==> config.mk <==
export PLATFORM = sky130hd
export DESIGN_NAME = sweepAcqTop
export DESIGN_NICKNAME = d
export VERILOG_FILES = /design/src/hw/sweepAcqPkg.sv /design/src/hw/sweepAcqTop.sv /design/src/hw/sweepAcqControl.sv /design/src/hw/scParamLoader.sv /design/src/hw/acqDataFifo.sv
export SDC_FILE = /design/constraint.sdc
export NUM_CORES = 1
export LEC_CHECK = 0
export BUFFER_PORTS_ARGS = -buffer_cell sky130_fd_sc_hd__buf_2
export CAP_MARGIN = 20
export CORE_UTILIZATION = 40
export DETAILED_ROUTE_END_ITERATION = 16
export HOLD_SLACK_MARGIN = 0.08
export REMOVE_ABC_BUFFERS = 1
export SETUP_SLACK_MARGIN = 0.05
export SYNTH_ARGS = -nofsm -noshare
export SYNTH_HDL_FRONTEND = slang
export SYNTH_HIERARCHICAL = 1
export SYNTH_SLANG_ARGS = --single-unit
==> constraint.sdc <==
create_clock -name Clk -period 4.6 [get_ports Clk]
set_input_delay 0.23 -clock Clk [delete_from_list [all_inputs] [get_ports Clk]]
set_output_delay 0.23 -clock Clk [all_outputs]
set_load 0.01 [all_outputs]
==> src/hw/sweepAcqPkg.sv <==
package sweepAcqPkg;

    ////////////////////////////////////////
    // Word widths
    ////////////////////////////////////////
    localparam int DataWidth = 16;
    localparam int DacWidth = 10;

    ////////////////////////////////////////
    // Stream framing words
    ////////////////////////////////////////
    // ASCII "SA" opens a sweep
    localparam logic [DataWidth-1:0] HeaderWord = 16'h5341;
    localparam logic [DataWidth-1:0] TailWord = 16'hFF45;
    // Marker layout is tag, two zero bits, then the DAC code
    localparam logic [3:0] DacMarkerTag = 4'hD;

    ////////////////////////////////////////
    // State encodings
    ////////////////////////////////////////
    typedef enum logic [3:0] {
        Idle,
        HeaderOut,
        ParamOut,
        LoadParam,
        WaitLoadDone,
        Settle,
        StartAcq,
        WaitFire,
        ReadWord,
        WaitWord,
        OutWord,
        CheckDacDone,
        CheckAllDone,
        TailOut,
        AllDone
    } sweepStateT;

    typedef enum logic [1:0] {
        LdIdle,
        LdShift,
        LdDone
    } loaderStateT;

endpackage
==> src/hw/sweepAcqTop.sv <==
`timescale 1ns/1ns

module sweepAcqTop #(
    parameter int WordsPerFire = 10,
    parameter int SettleCycles = 40000,
    parameter int FifoDepth = 32
) (
    input  logic                              Clk,
    input  logic                              reset_n,
    input  logic                              SweepStart,
    input  logic [sweepAcqPkg::DacWidth-1:0]  StartDac,
    input  logic [sweepAcqPkg::DacWidth-1:0]  EndDac,
    input  logic [15:0]                       MaxPackageNumber,
    input  logic [sweepAcqPkg::DataWidth-1:0] ParallelData,
    input  logic                              ParallelDataEn,
    output logic                              SingleAcqStart,
    output logic                              OneDacDone,
    output logic                              AcqDone,
    output logic [sweepAcqPkg::DataWidth-1:0] SweepData,
    output logic                              SweepDataEn,
    output logic                              ScSerialClk,
    output logic                              ScSerialData
);
    import sweepAcqPkg::*;

    logic [DataWidth-1:0] fifoData;
    logic                 fifoRdEn;
    logic [DacWidth-1:0]  scDacWord;
    logic                 scLoad;
    logic                 scConfigDone;

    ////////////////////////////////////////
    // Front-end data buffer
    ////////////////////////////////////////
    acqDataFifo #(
        .FifoDepth (FifoDepth)
    ) u_acqDataFifo (
        .Clk     (Clk),
        .reset_n (reset_n),
        .WrData  (ParallelData),
        .WrEn    (ParallelDataEn),
        .RdEn    (fifoRdEn),
        .RdData  (fifoData),
        .Empty   (),
        .Full    ()
    );

    // Threshold DAC serial load
    scParamLoader u_scParamLoader (
        .Clk        (Clk),
        .reset_n    (reset_n),
        .Load       (scLoad),
        .DacWord    (scDacWord),
        .SerialClk  (ScSerialClk),
        .SerialData (ScSerialData),
        .ConfigDone (scConfigDone)
    );

    ////////////////////////////////////////
    // Sweep sequencing and stream output
    ////////////////////////////////////////
    sweepAcqControl #(
        .WordsPerFire (WordsPerFire),
        .SettleCycles (SettleCycles)
    ) u_sweepAcqControl (
        .Clk              (Clk),
        .reset_n          (reset_n),
        .SweepStart       (SweepStart),
        .StartDac         (StartDac),
        .EndDac           (EndDac),
        .MaxPackageNumber (MaxPackageNumber),
        .ParallelDataEn   (ParallelDataEn),
        .FifoData         (fifoData),
        .FifoRdEn         (fifoRdEn),
        .ScDacWord        (scDacWord),
        .ScLoad           (scLoad),
        .ScConfigDone     (scConfigDone),
        .SingleAcqStart   (SingleAcqStart),
        .OneDacDone       (OneDacDone),
        .AcqDone          (AcqDone),
        .SweepData        (SweepData),
        .SweepDataEn      (SweepDataEn)
    );

endmodule

==> src/hw/sweepAcqControl.sv <==
`timescale 1ns/1ns

module sweepAcqControl #(
    parameter int WordsPerFire = 10,
    parameter int SettleCycles = 40000
) (
    input  logic                              Clk,
    input  logic                              reset_n,
    input  logic                              SweepStart,
    input  logic [sweepAcqPkg::DacWidth-1:0]  StartDac,
    input  logic [sweepAcqPkg::DacWidth-1:0]  EndDac,
    input  logic [15:0]                       MaxPackageNumber,
    input  logic                              ParallelDataEn,
    input  logic [sweepAcqPkg::DataWidth-1:0] FifoData,
    output logic                              FifoRdEn,
    output logic [sweepAcqPkg::DacWidth-1:0]  ScDacWord,
    output logic                              ScLoad,
    input  logic                              ScConfigDone,
    output logic                              SingleAcqStart,
    output logic                              OneDacDone,
    output logic                              AcqDone,
    output logic [sweepAcqPkg::DataWidth-1:0] SweepData,
    output logic                              SweepDataEn
);
    import sweepAcqPkg::*;

    localparam int SettleWidth = $clog2(SettleCycles + 1);
    localparam int WordWidth = $clog2(WordsPerFire + 1);

    sweepStateT             state;
    logic [DacWidth-1:0]    dacCode;
    logic [SettleWidth-1:0] settleCount;
    logic [WordWidth-1:0]   readCount;
    logic [15:0]            fireCount;
    logic [WordWidth-1:0]   fireWordCount;
    logic [7:0]             pendingFires;
    logic                   fireComplete;
    logic                   fireTake;

    // Front end sends the code LSB first, so the word is flipped
    function automatic logic [DacWidth-1:0] bitReverse(input logic [DacWidth-1:0] code);
        logic [DacWidth-1:0] result;
        for (int i = 0; i < DacWidth; i++) begin
            result[i] = code[DacWidth-1-i];
        end
        return result;
    endfunction

    ////////////////////////////////////////
    // Fire counter
    ////////////////////////////////////////
    assign fireComplete = ParallelDataEn && (fireWordCount == WordWidth'(WordsPerFire - 1));
    assign fireTake = (state == WaitFire) && (pendingFires != '0);

    always_ff @(posedge Clk or negedge reset_n) begin
        if (!reset_n) begin
            fireWordCount <= '0;
            pendingFires <= '0;
        end else begin
            if (fireComplete) begin
                fireWordCount <= '0;
            end else if (ParallelDataEn) begin
                fireWordCount <= fireWordCount + 1'b1;
            end
            // Several fires may sit in the FIFO at once
            case ({fireComplete, fireTake})
                2'b10:   pendingFires <= pendingFires + 1'b1;
                2'b01:   pendingFires <= pendingFires - 1'b1;
                default: pendingFires <= pendingFires;
            endcase
        end
    end

    ////////////////////////////////////////
    // Sweep state machine
    ////////////////////////////////////////
    always_ff @(posedge Clk or negedge reset_n) begin
        if (!reset_n) begin
            state <= Idle;
            dacCode <= '0;
            settleCount <= '0;
            readCount <= '0;
            fireCount <= '0;
            FifoRdEn <= 1'b0;
            ScDacWord <= '0;
            ScLoad <= 1'b0;
            SingleAcqStart <= 1'b0;
            OneDacDone <= 1'b0;
            AcqDone <= 1'b0;
            SweepData <= '0;
            SweepDataEn <= 1'b0;
        end else begin
            case (state)
                Idle: begin
                    AcqDone <= 1'b0;
                    dacCode <= StartDac;
                    fireCount <= '0;
                    // No restart in the cycle that reports the finished sweep
                    if (SweepStart && !AcqDone) begin
                        SweepData <= HeaderWord;
                        state <= HeaderOut;
                    end
                end
                HeaderOut: begin
                    SweepDataEn <= 1'b1;
                    state <= ParamOut;
                end
                ParamOut: begin
                    SweepDataEn <= 1'b0;
                    SweepData <= {DacMarkerTag, 2'b00, dacCode};
                    ScDacWord <= bitReverse(dacCode);
                    state <= LoadParam;
                end
                LoadParam: begin
                    // Marker word and load strobe leave together
                    SweepDataEn <= 1'b1;
                    ScLoad <= 1'b1;
                    state <= WaitLoadDone;
                end
                WaitLoadDone: begin
                    SweepDataEn <= 1'b0;
                    ScLoad <= 1'b0;
                    if (ScConfigDone) begin
                        settleCount <= '0;
                        state <= Settle;
                    end
                end
                Settle: begin
                    if (settleCount == SettleWidth'(SettleCycles - 1)) begin
                        state <= StartAcq;
                    end else begin
                        settleCount <= settleCount + 1'b1;
                    end
                end
                StartAcq: begin
                    SingleAcqStart <= 1'b1;
                    fireCount <= '0;
                    state <= WaitFire;
                end
                WaitFire: begin
                    if (fireTake) begin
                        FifoRdEn <= 1'b1;
                        readCount <= '0;
                        state <= ReadWord;
                    end
                end
                ReadWord: begin
                    FifoRdEn <= 1'b0;
                    SweepDataEn <= 1'b0;
                    state <= WaitWord;
                end
                WaitWord: begin
                    // FIFO read register is valid now
                    SweepData <= FifoData;
                    state <= OutWord;
                end
                OutWord: begin
                    SweepDataEn <= 1'b1;
                    if (readCount < WordWidth'(WordsPerFire - 1)) begin
                        FifoRdEn <= 1'b1;
                        readCount <= readCount + 1'b1;
                        state <= ReadWord;
                    end else begin
                        state <= CheckDacDone;
                    end
                end
                CheckDacDone: begin
                    SweepDataEn <= 1'b0;
                    if (fireCount + 16'd1 < MaxPackageNumber) begin
                        fireCount <= fireCount + 1'b1;
                        state <= WaitFire;
                    end else begin
                        fireCount <= '0;
                        SingleAcqStart <= 1'b0;
                        OneDacDone <= 1'b1;
                        state <= CheckAllDone;
                    end
                end
                CheckAllDone: begin
                    OneDacDone <= 1'b0;
                    if (dacCode < EndDac) begin
                        dacCode <= dacCode + 1'b1;
                        state <= ParamOut;
                    end else begin
                        SweepData <= TailWord;
                        state <= TailOut;
                    end
                end
                TailOut: begin
                    SweepDataEn <= 1'b1;
                    state <= AllDone;
                end
                AllDone: begin
                    SweepDataEn <= 1'b0;
                    AcqDone <= 1'b1;
                    state <= Idle;
                end
                default: state <= Idle;
            endcase
        end
    end

endmodule

==> src/hw/scParamLoader.sv <==
`timescale 1ns/1ns

module scParamLoader (
    input  logic                             Clk,
    input  logic                             reset_n,
    input  logic                             Load,
    input  logic [sweepAcqPkg::DacWidth-1:0] DacWord,
    output logic                             SerialClk,
    output logic                             SerialData,
    output logic                             ConfigDone
);
    import sweepAcqPkg::*;

    localparam int CountWidth = $clog2(DacWidth);

    loaderStateT           state;
    logic [DacWidth-1:0]   shiftReg;
    logic [CountWidth-1:0] bitCount;

    // MSB of the shift register is the line to the front end
    assign SerialData = shiftReg[DacWidth-1];

    ////////////////////////////////////////
    // Serializer
    ////////////////////////////////////////
    always_ff @(posedge Clk or negedge reset_n) begin
        if (!reset_n) begin
            state <= LdIdle;
            shiftReg <= '0;
            bitCount <= '0;
            SerialClk <= 1'b0;
            ConfigDone <= 1'b0;
        end else begin
            case (state)
                LdIdle: begin
                    SerialClk <= 1'b0;
                    if (Load) begin
                        shiftReg <= DacWord;
                        bitCount <= CountWidth'(DacWidth - 1);
                        state <= LdShift;
                    end
                end
                LdShift: begin
                    // Low half then high half for every bit
                    SerialClk <= ~SerialClk;
                    if (SerialClk) begin
                        // Data moves on the falling edge of the serial clock
                        shiftReg <= {shiftReg[DacWidth-2:0], 1'b0};
                        if (bitCount == '0) begin
                            ConfigDone <= 1'b1;
                            state <= LdDone;
                        end else begin
                            bitCount <= bitCount - 1'b1;
                        end
                    end
                end
                LdDone: begin
                    ConfigDone <= 1'b0;
                    state <= LdIdle;
                end
                default: state <= LdIdle;
            endcase
        end
    end

endmodule

==> src/hw/acqDataFifo.sv <==
`timescale 1ns/1ns

module acqDataFifo #(
    parameter int FifoDepth = 32
) (
    input  logic                              Clk,
    input  logic                              reset_n,
    input  logic [sweepAcqPkg::DataWidth-1:0] WrData,
    input  logic                              WrEn,
    input  logic                              RdEn,
    output logic [sweepAcqPkg::DataWidth-1:0] RdData,
    output logic                              Empty,
    output logic                              Full
);
    import sweepAcqPkg::*;

    localparam int AddrWidth = $clog2(FifoDepth);

    logic [DataWidth-1:0] mem [FifoDepth];
    logic [AddrWidth-1:0] wrPtr;
    logic [AddrWidth-1:0] rdPtr;
    logic [AddrWidth:0]   count;
    logic                 doWrite;
    logic                 doRead;

    assign Empty = (count == '0);
    assign Full = (count == (AddrWidth + 1)'(FifoDepth));

    // Writes to a full FIFO and reads from an empty one are dropped
    assign doWrite = WrEn && !Full;
    assign doRead = RdEn && !Empty;

    always_ff @(posedge Clk or negedge reset_n) begin
        if (!reset_n) begin
            wrPtr <= '0;
            rdPtr <= '0;
            count <= '0;
        end else begin
            if (doWrite) begin
                wrPtr <= (wrPtr == AddrWidth'(FifoDepth - 1)) ? '0 : wrPtr + 1'b1;
            end
            if (doRead) begin
                rdPtr <= (rdPtr == AddrWidth'(FifoDepth - 1)) ? '0 : rdPtr + 1'b1;
            end
            case ({doWrite, doRead})
                2'b10:   count <= count + 1'b1;
                2'b01:   count <= count - 1'b1;
                default: count <= count;
            endcase
        end
    end

    // Storage and registered read port
    always_ff @(posedge Clk) begin
        if (doWrite) begin
            mem[wrPtr] <= WrData;
        end
        if (doRead) begin
            RdData <= mem[rdPtr];
        end
    end

endmodule

==> flow_metrics.py <==
metrics = {
    "global_route": {
        "track_usage_pct": 18.45,
        "grt_max_degree": 90,
        "antenna_found_initial": 0,
        "grt_pass1_vias": 15950,
        "grt_pass1_wl_um": 98150,
        "grt-ovfl-total": 0,
    },
    "sta": {
        "slew-limit-headroom_pct": 28.24,
        "finClkSkew_ns": 0.02777,
        "rsz0062_at_grt": "false",
        "slew_viol_final": 0,
        "fmax_ghz": 0.2602,
        "period_share_pct": 83.56,
        "setup_ws_ns": 0.7563,
        "setup_viol": 0,
        "finalWorstPathRequiredPeriod_ns": 3.844,
        "tightestPinTransition_ns": 1.046,
        "hold_violations": 0,
    },
    "cts": {
        "cts-buffers-inserted": 71,
        "clkTransAtPathRegs_ns": 0.06,
        "clockBufferDepth": 3,
        "htreeDepth": 3,
        "post_cts_buffers": 0,
        "cts_tree": "done",
        "cts-root-buf": "clkbuf_16",
        "clk_latency_ns": 0.62,
        "cts_resized": 0,
        "clkSinkCount": 656,
    },
    "critical_path": {
        "path_common_cell": "ha_1",
        "critPathMaxStageDelay_ns": 0.73,
        "critical_path_class": "reg2reg",
        "slowest_stage": "dfrtp_1",
        "startpoint_type": "flop",
        "crit_chain": "and4b_1, a21boi_1, ha_1, ha_1, a211oi_1, o21ai_0, a2111oi_0, nor4_1, nor3_1, xor2_1",
        "critPathArrivalTime_ns": 4.36,
        "required_ns": 5.12,
        "path_max_fanout": 21,
        "critPathCaptureType": "flop",
    },
    "synth": {
        "syn_inst": 1808,
        "yosys_warnings": 6,
        "syn_area_um2": 27860,
        "post_synth.cell_area_avg_um2": 15.41,
    },
    "placed_design": {
        "io_buffer_count": 77,
        "hpwl_um": 40010,
        "post-place-ws_ns": 0.8036,
        "place_congestion": 0.8608,
    },
    "route": {
        "wl_um": 64480,
        "via_per_inst": 5.508,
        "drc": 0,
        "wl_per_cell_um": 22.13,
        "vias": 16050,
        "first_pass_iters": 5,
        "drt-initial-drc-count": 1618,
        "ant_nets": 0,
    },
    "power": {
        "powerDensity_nw_per_um2": 385.9,
        "finalPower_mw": 12.24,
        "vdd_drop_max_uv": 337.4,
        "leakagePower_nw": 10.94,
    },
    "flow_run": {
        "maxCapViolCount": 0,
    },
    "die": {
        "rows": 96,
        "die_y_um": 265.9,
        "start_util_pct": 40.54,
        "core-area_um2": 68710,
        "ios": 78,
        "floorplan.die_area_um2": 70700,
        "fp.dieW_um": 265.9,
    },
    "run_status": {
        "outcome": "finished, final reports clean",
    },
    "final_layout": {
        "drive_above_1_share_pct": 17.01,
        "area_growth_pct": 13.89,
        "finalNetCount": 2037,
        "fillers": 5966,
    },
    "hold_path": {
        "hold_path_class": "in2reg",
    },
}
==> metrics by stage <==
step | TNS, ns | hold slack, ns | utilization (%) | cell area, µm² | std cells
after floorplan | -67.47 | -0.06559 | - | 27360 | 1717
after global placement | 0 | 0.3635 | 42.70 | 29340 | 2772
after detailed placement | 0 | 0.3707 | 42.72 | 29350 | 2773
after CTS | 0 | 0.1600 | 46.17 | 31720 | 2912
after global routing | 0 | 0.1912 | 46.17 | 31720 | 2912
final | 0 | 0.1841 | 46.17 | 31720 | 2914
==> worst max-delay path: cells and delay by family (launching register included) <==
kind	cells	cell delay, ns
AND/OR/NAND/NOR	3	0.73
AO/OA/AOI/OAI	4	1.43
flip-flops	1	0.73
adder cells (fa/ha/maj)	2	0.72
XOR/XNOR	1	0.16
==> final cells by class <==
type | count | area (µm²) | area share, %
Sequential cell | 656 | 19060 | 60.09
Tap cell | 931 | 1165 | 3.672
Clock buffer | 76 | 1817 | 5.727
Multi-Input combinational cell | 997 | 8064 | 25.42
Antenna cell | 2 | 5.005 | 0.01578
Clock inverter | 51 | 427.9 | 1.349
Timing Repair Buffer | 137 | 929.6 | 2.930
Inverter | 64 | 252.7 | 0.7967
==> power breakdown <==
part,internal [mW],switching [mW]
clock,3.16,2.32
combinational,0.0942,0.187
sequential,6.45,0.0332
==> path summary, 6_finish.rpt <==
path                                                     end  depth (start not counted)                            from  slack [ns]
setup / recovery           u_sweepAcqControl/pendingFires[7]                         10      u_sweepAcqControl/state[1]        0.76
hold reg to reg               u_sweepAcqControl/ScDacWord[6]                          2  u_sweepAcqControl/ScDacWord[6]        0.48
max in group asynchronous    u_sweepAcqControl/fireCount[13]                          3                         reset_n        3.23
setup reg to reg           u_sweepAcqControl/pendingFires[7]                         10      u_sweepAcqControl/state[1]        0.76
hold / removal                      u_acqDataFifo/mem[10][7]                          1                 ParallelData[7]        0.18
min in group asynchronous         u_scParamLoader/ConfigDone                          2                         reset_n        0.28
==> cell usage in the layout (no fill, tap or decap), drive strengths merged, types with 7 or more instances in the layout <==
cell type,instances
o21ai,69
nor4,9
ha,52
xnor2,14
buf,125
edfxtp,528
mux2,7
nor2b,15
a21oi,37
nor2,82
nor3,16
and3,11
dfrtp,128
mux2i,143
a31oi,13
a22o,8
a22oi,99
xor2,23
inv,66
nand2,106
clkinv,38
nand3,62
mux4,64
o31ai,12
o211ai,12
nand2b,10
clkbuf,76
dlygate4sd3,12
a21o,10
nand4,23
==> routing by layer <==
metal  vias to the layer above  track usage [%]  share of wire [%]
met5                         -                0                  0
met4                         0            4.380                1.8
met3                        87            3.752                6.1
met2                       456            29.22                 47
met1                      8238            26.11                 45
li1                       7269                -                  -
==> flip-flops by register name (all words and copies together) (netlist names), 2 cells and up <==
register                         cells
u_acqDataFifo/mem                  512
u_acqDataFifo/RdData                16
u_sweepAcqControl/SweepData         16
u_sweepAcqControl/fireCount         16
u_sweepAcqControl/settleCount       16
u_scParamLoader/shiftReg            10
u_sweepAcqControl/ScDacWord         10
u_sweepAcqControl/dacCode           10
u_sweepAcqControl/pendingFires       8
u_acqDataFifo/count                  6
u_acqDataFifo/rdPtr                  5
u_acqDataFifo/wrPtr                  5
u_scParamLoader/bitCount             4
u_sweepAcqControl/fireWordCount      4
u_sweepAcqControl/readCount          4
u_sweepAcqControl/state              4
u_scParamLoader/state                2
==> repair_timing <==
action	CTS	global route
hold buffers	12	0
endpoints found under the hold margin	102	0
endpoints found under the setup margin	0	0
(Power assumes the default switching activity.)
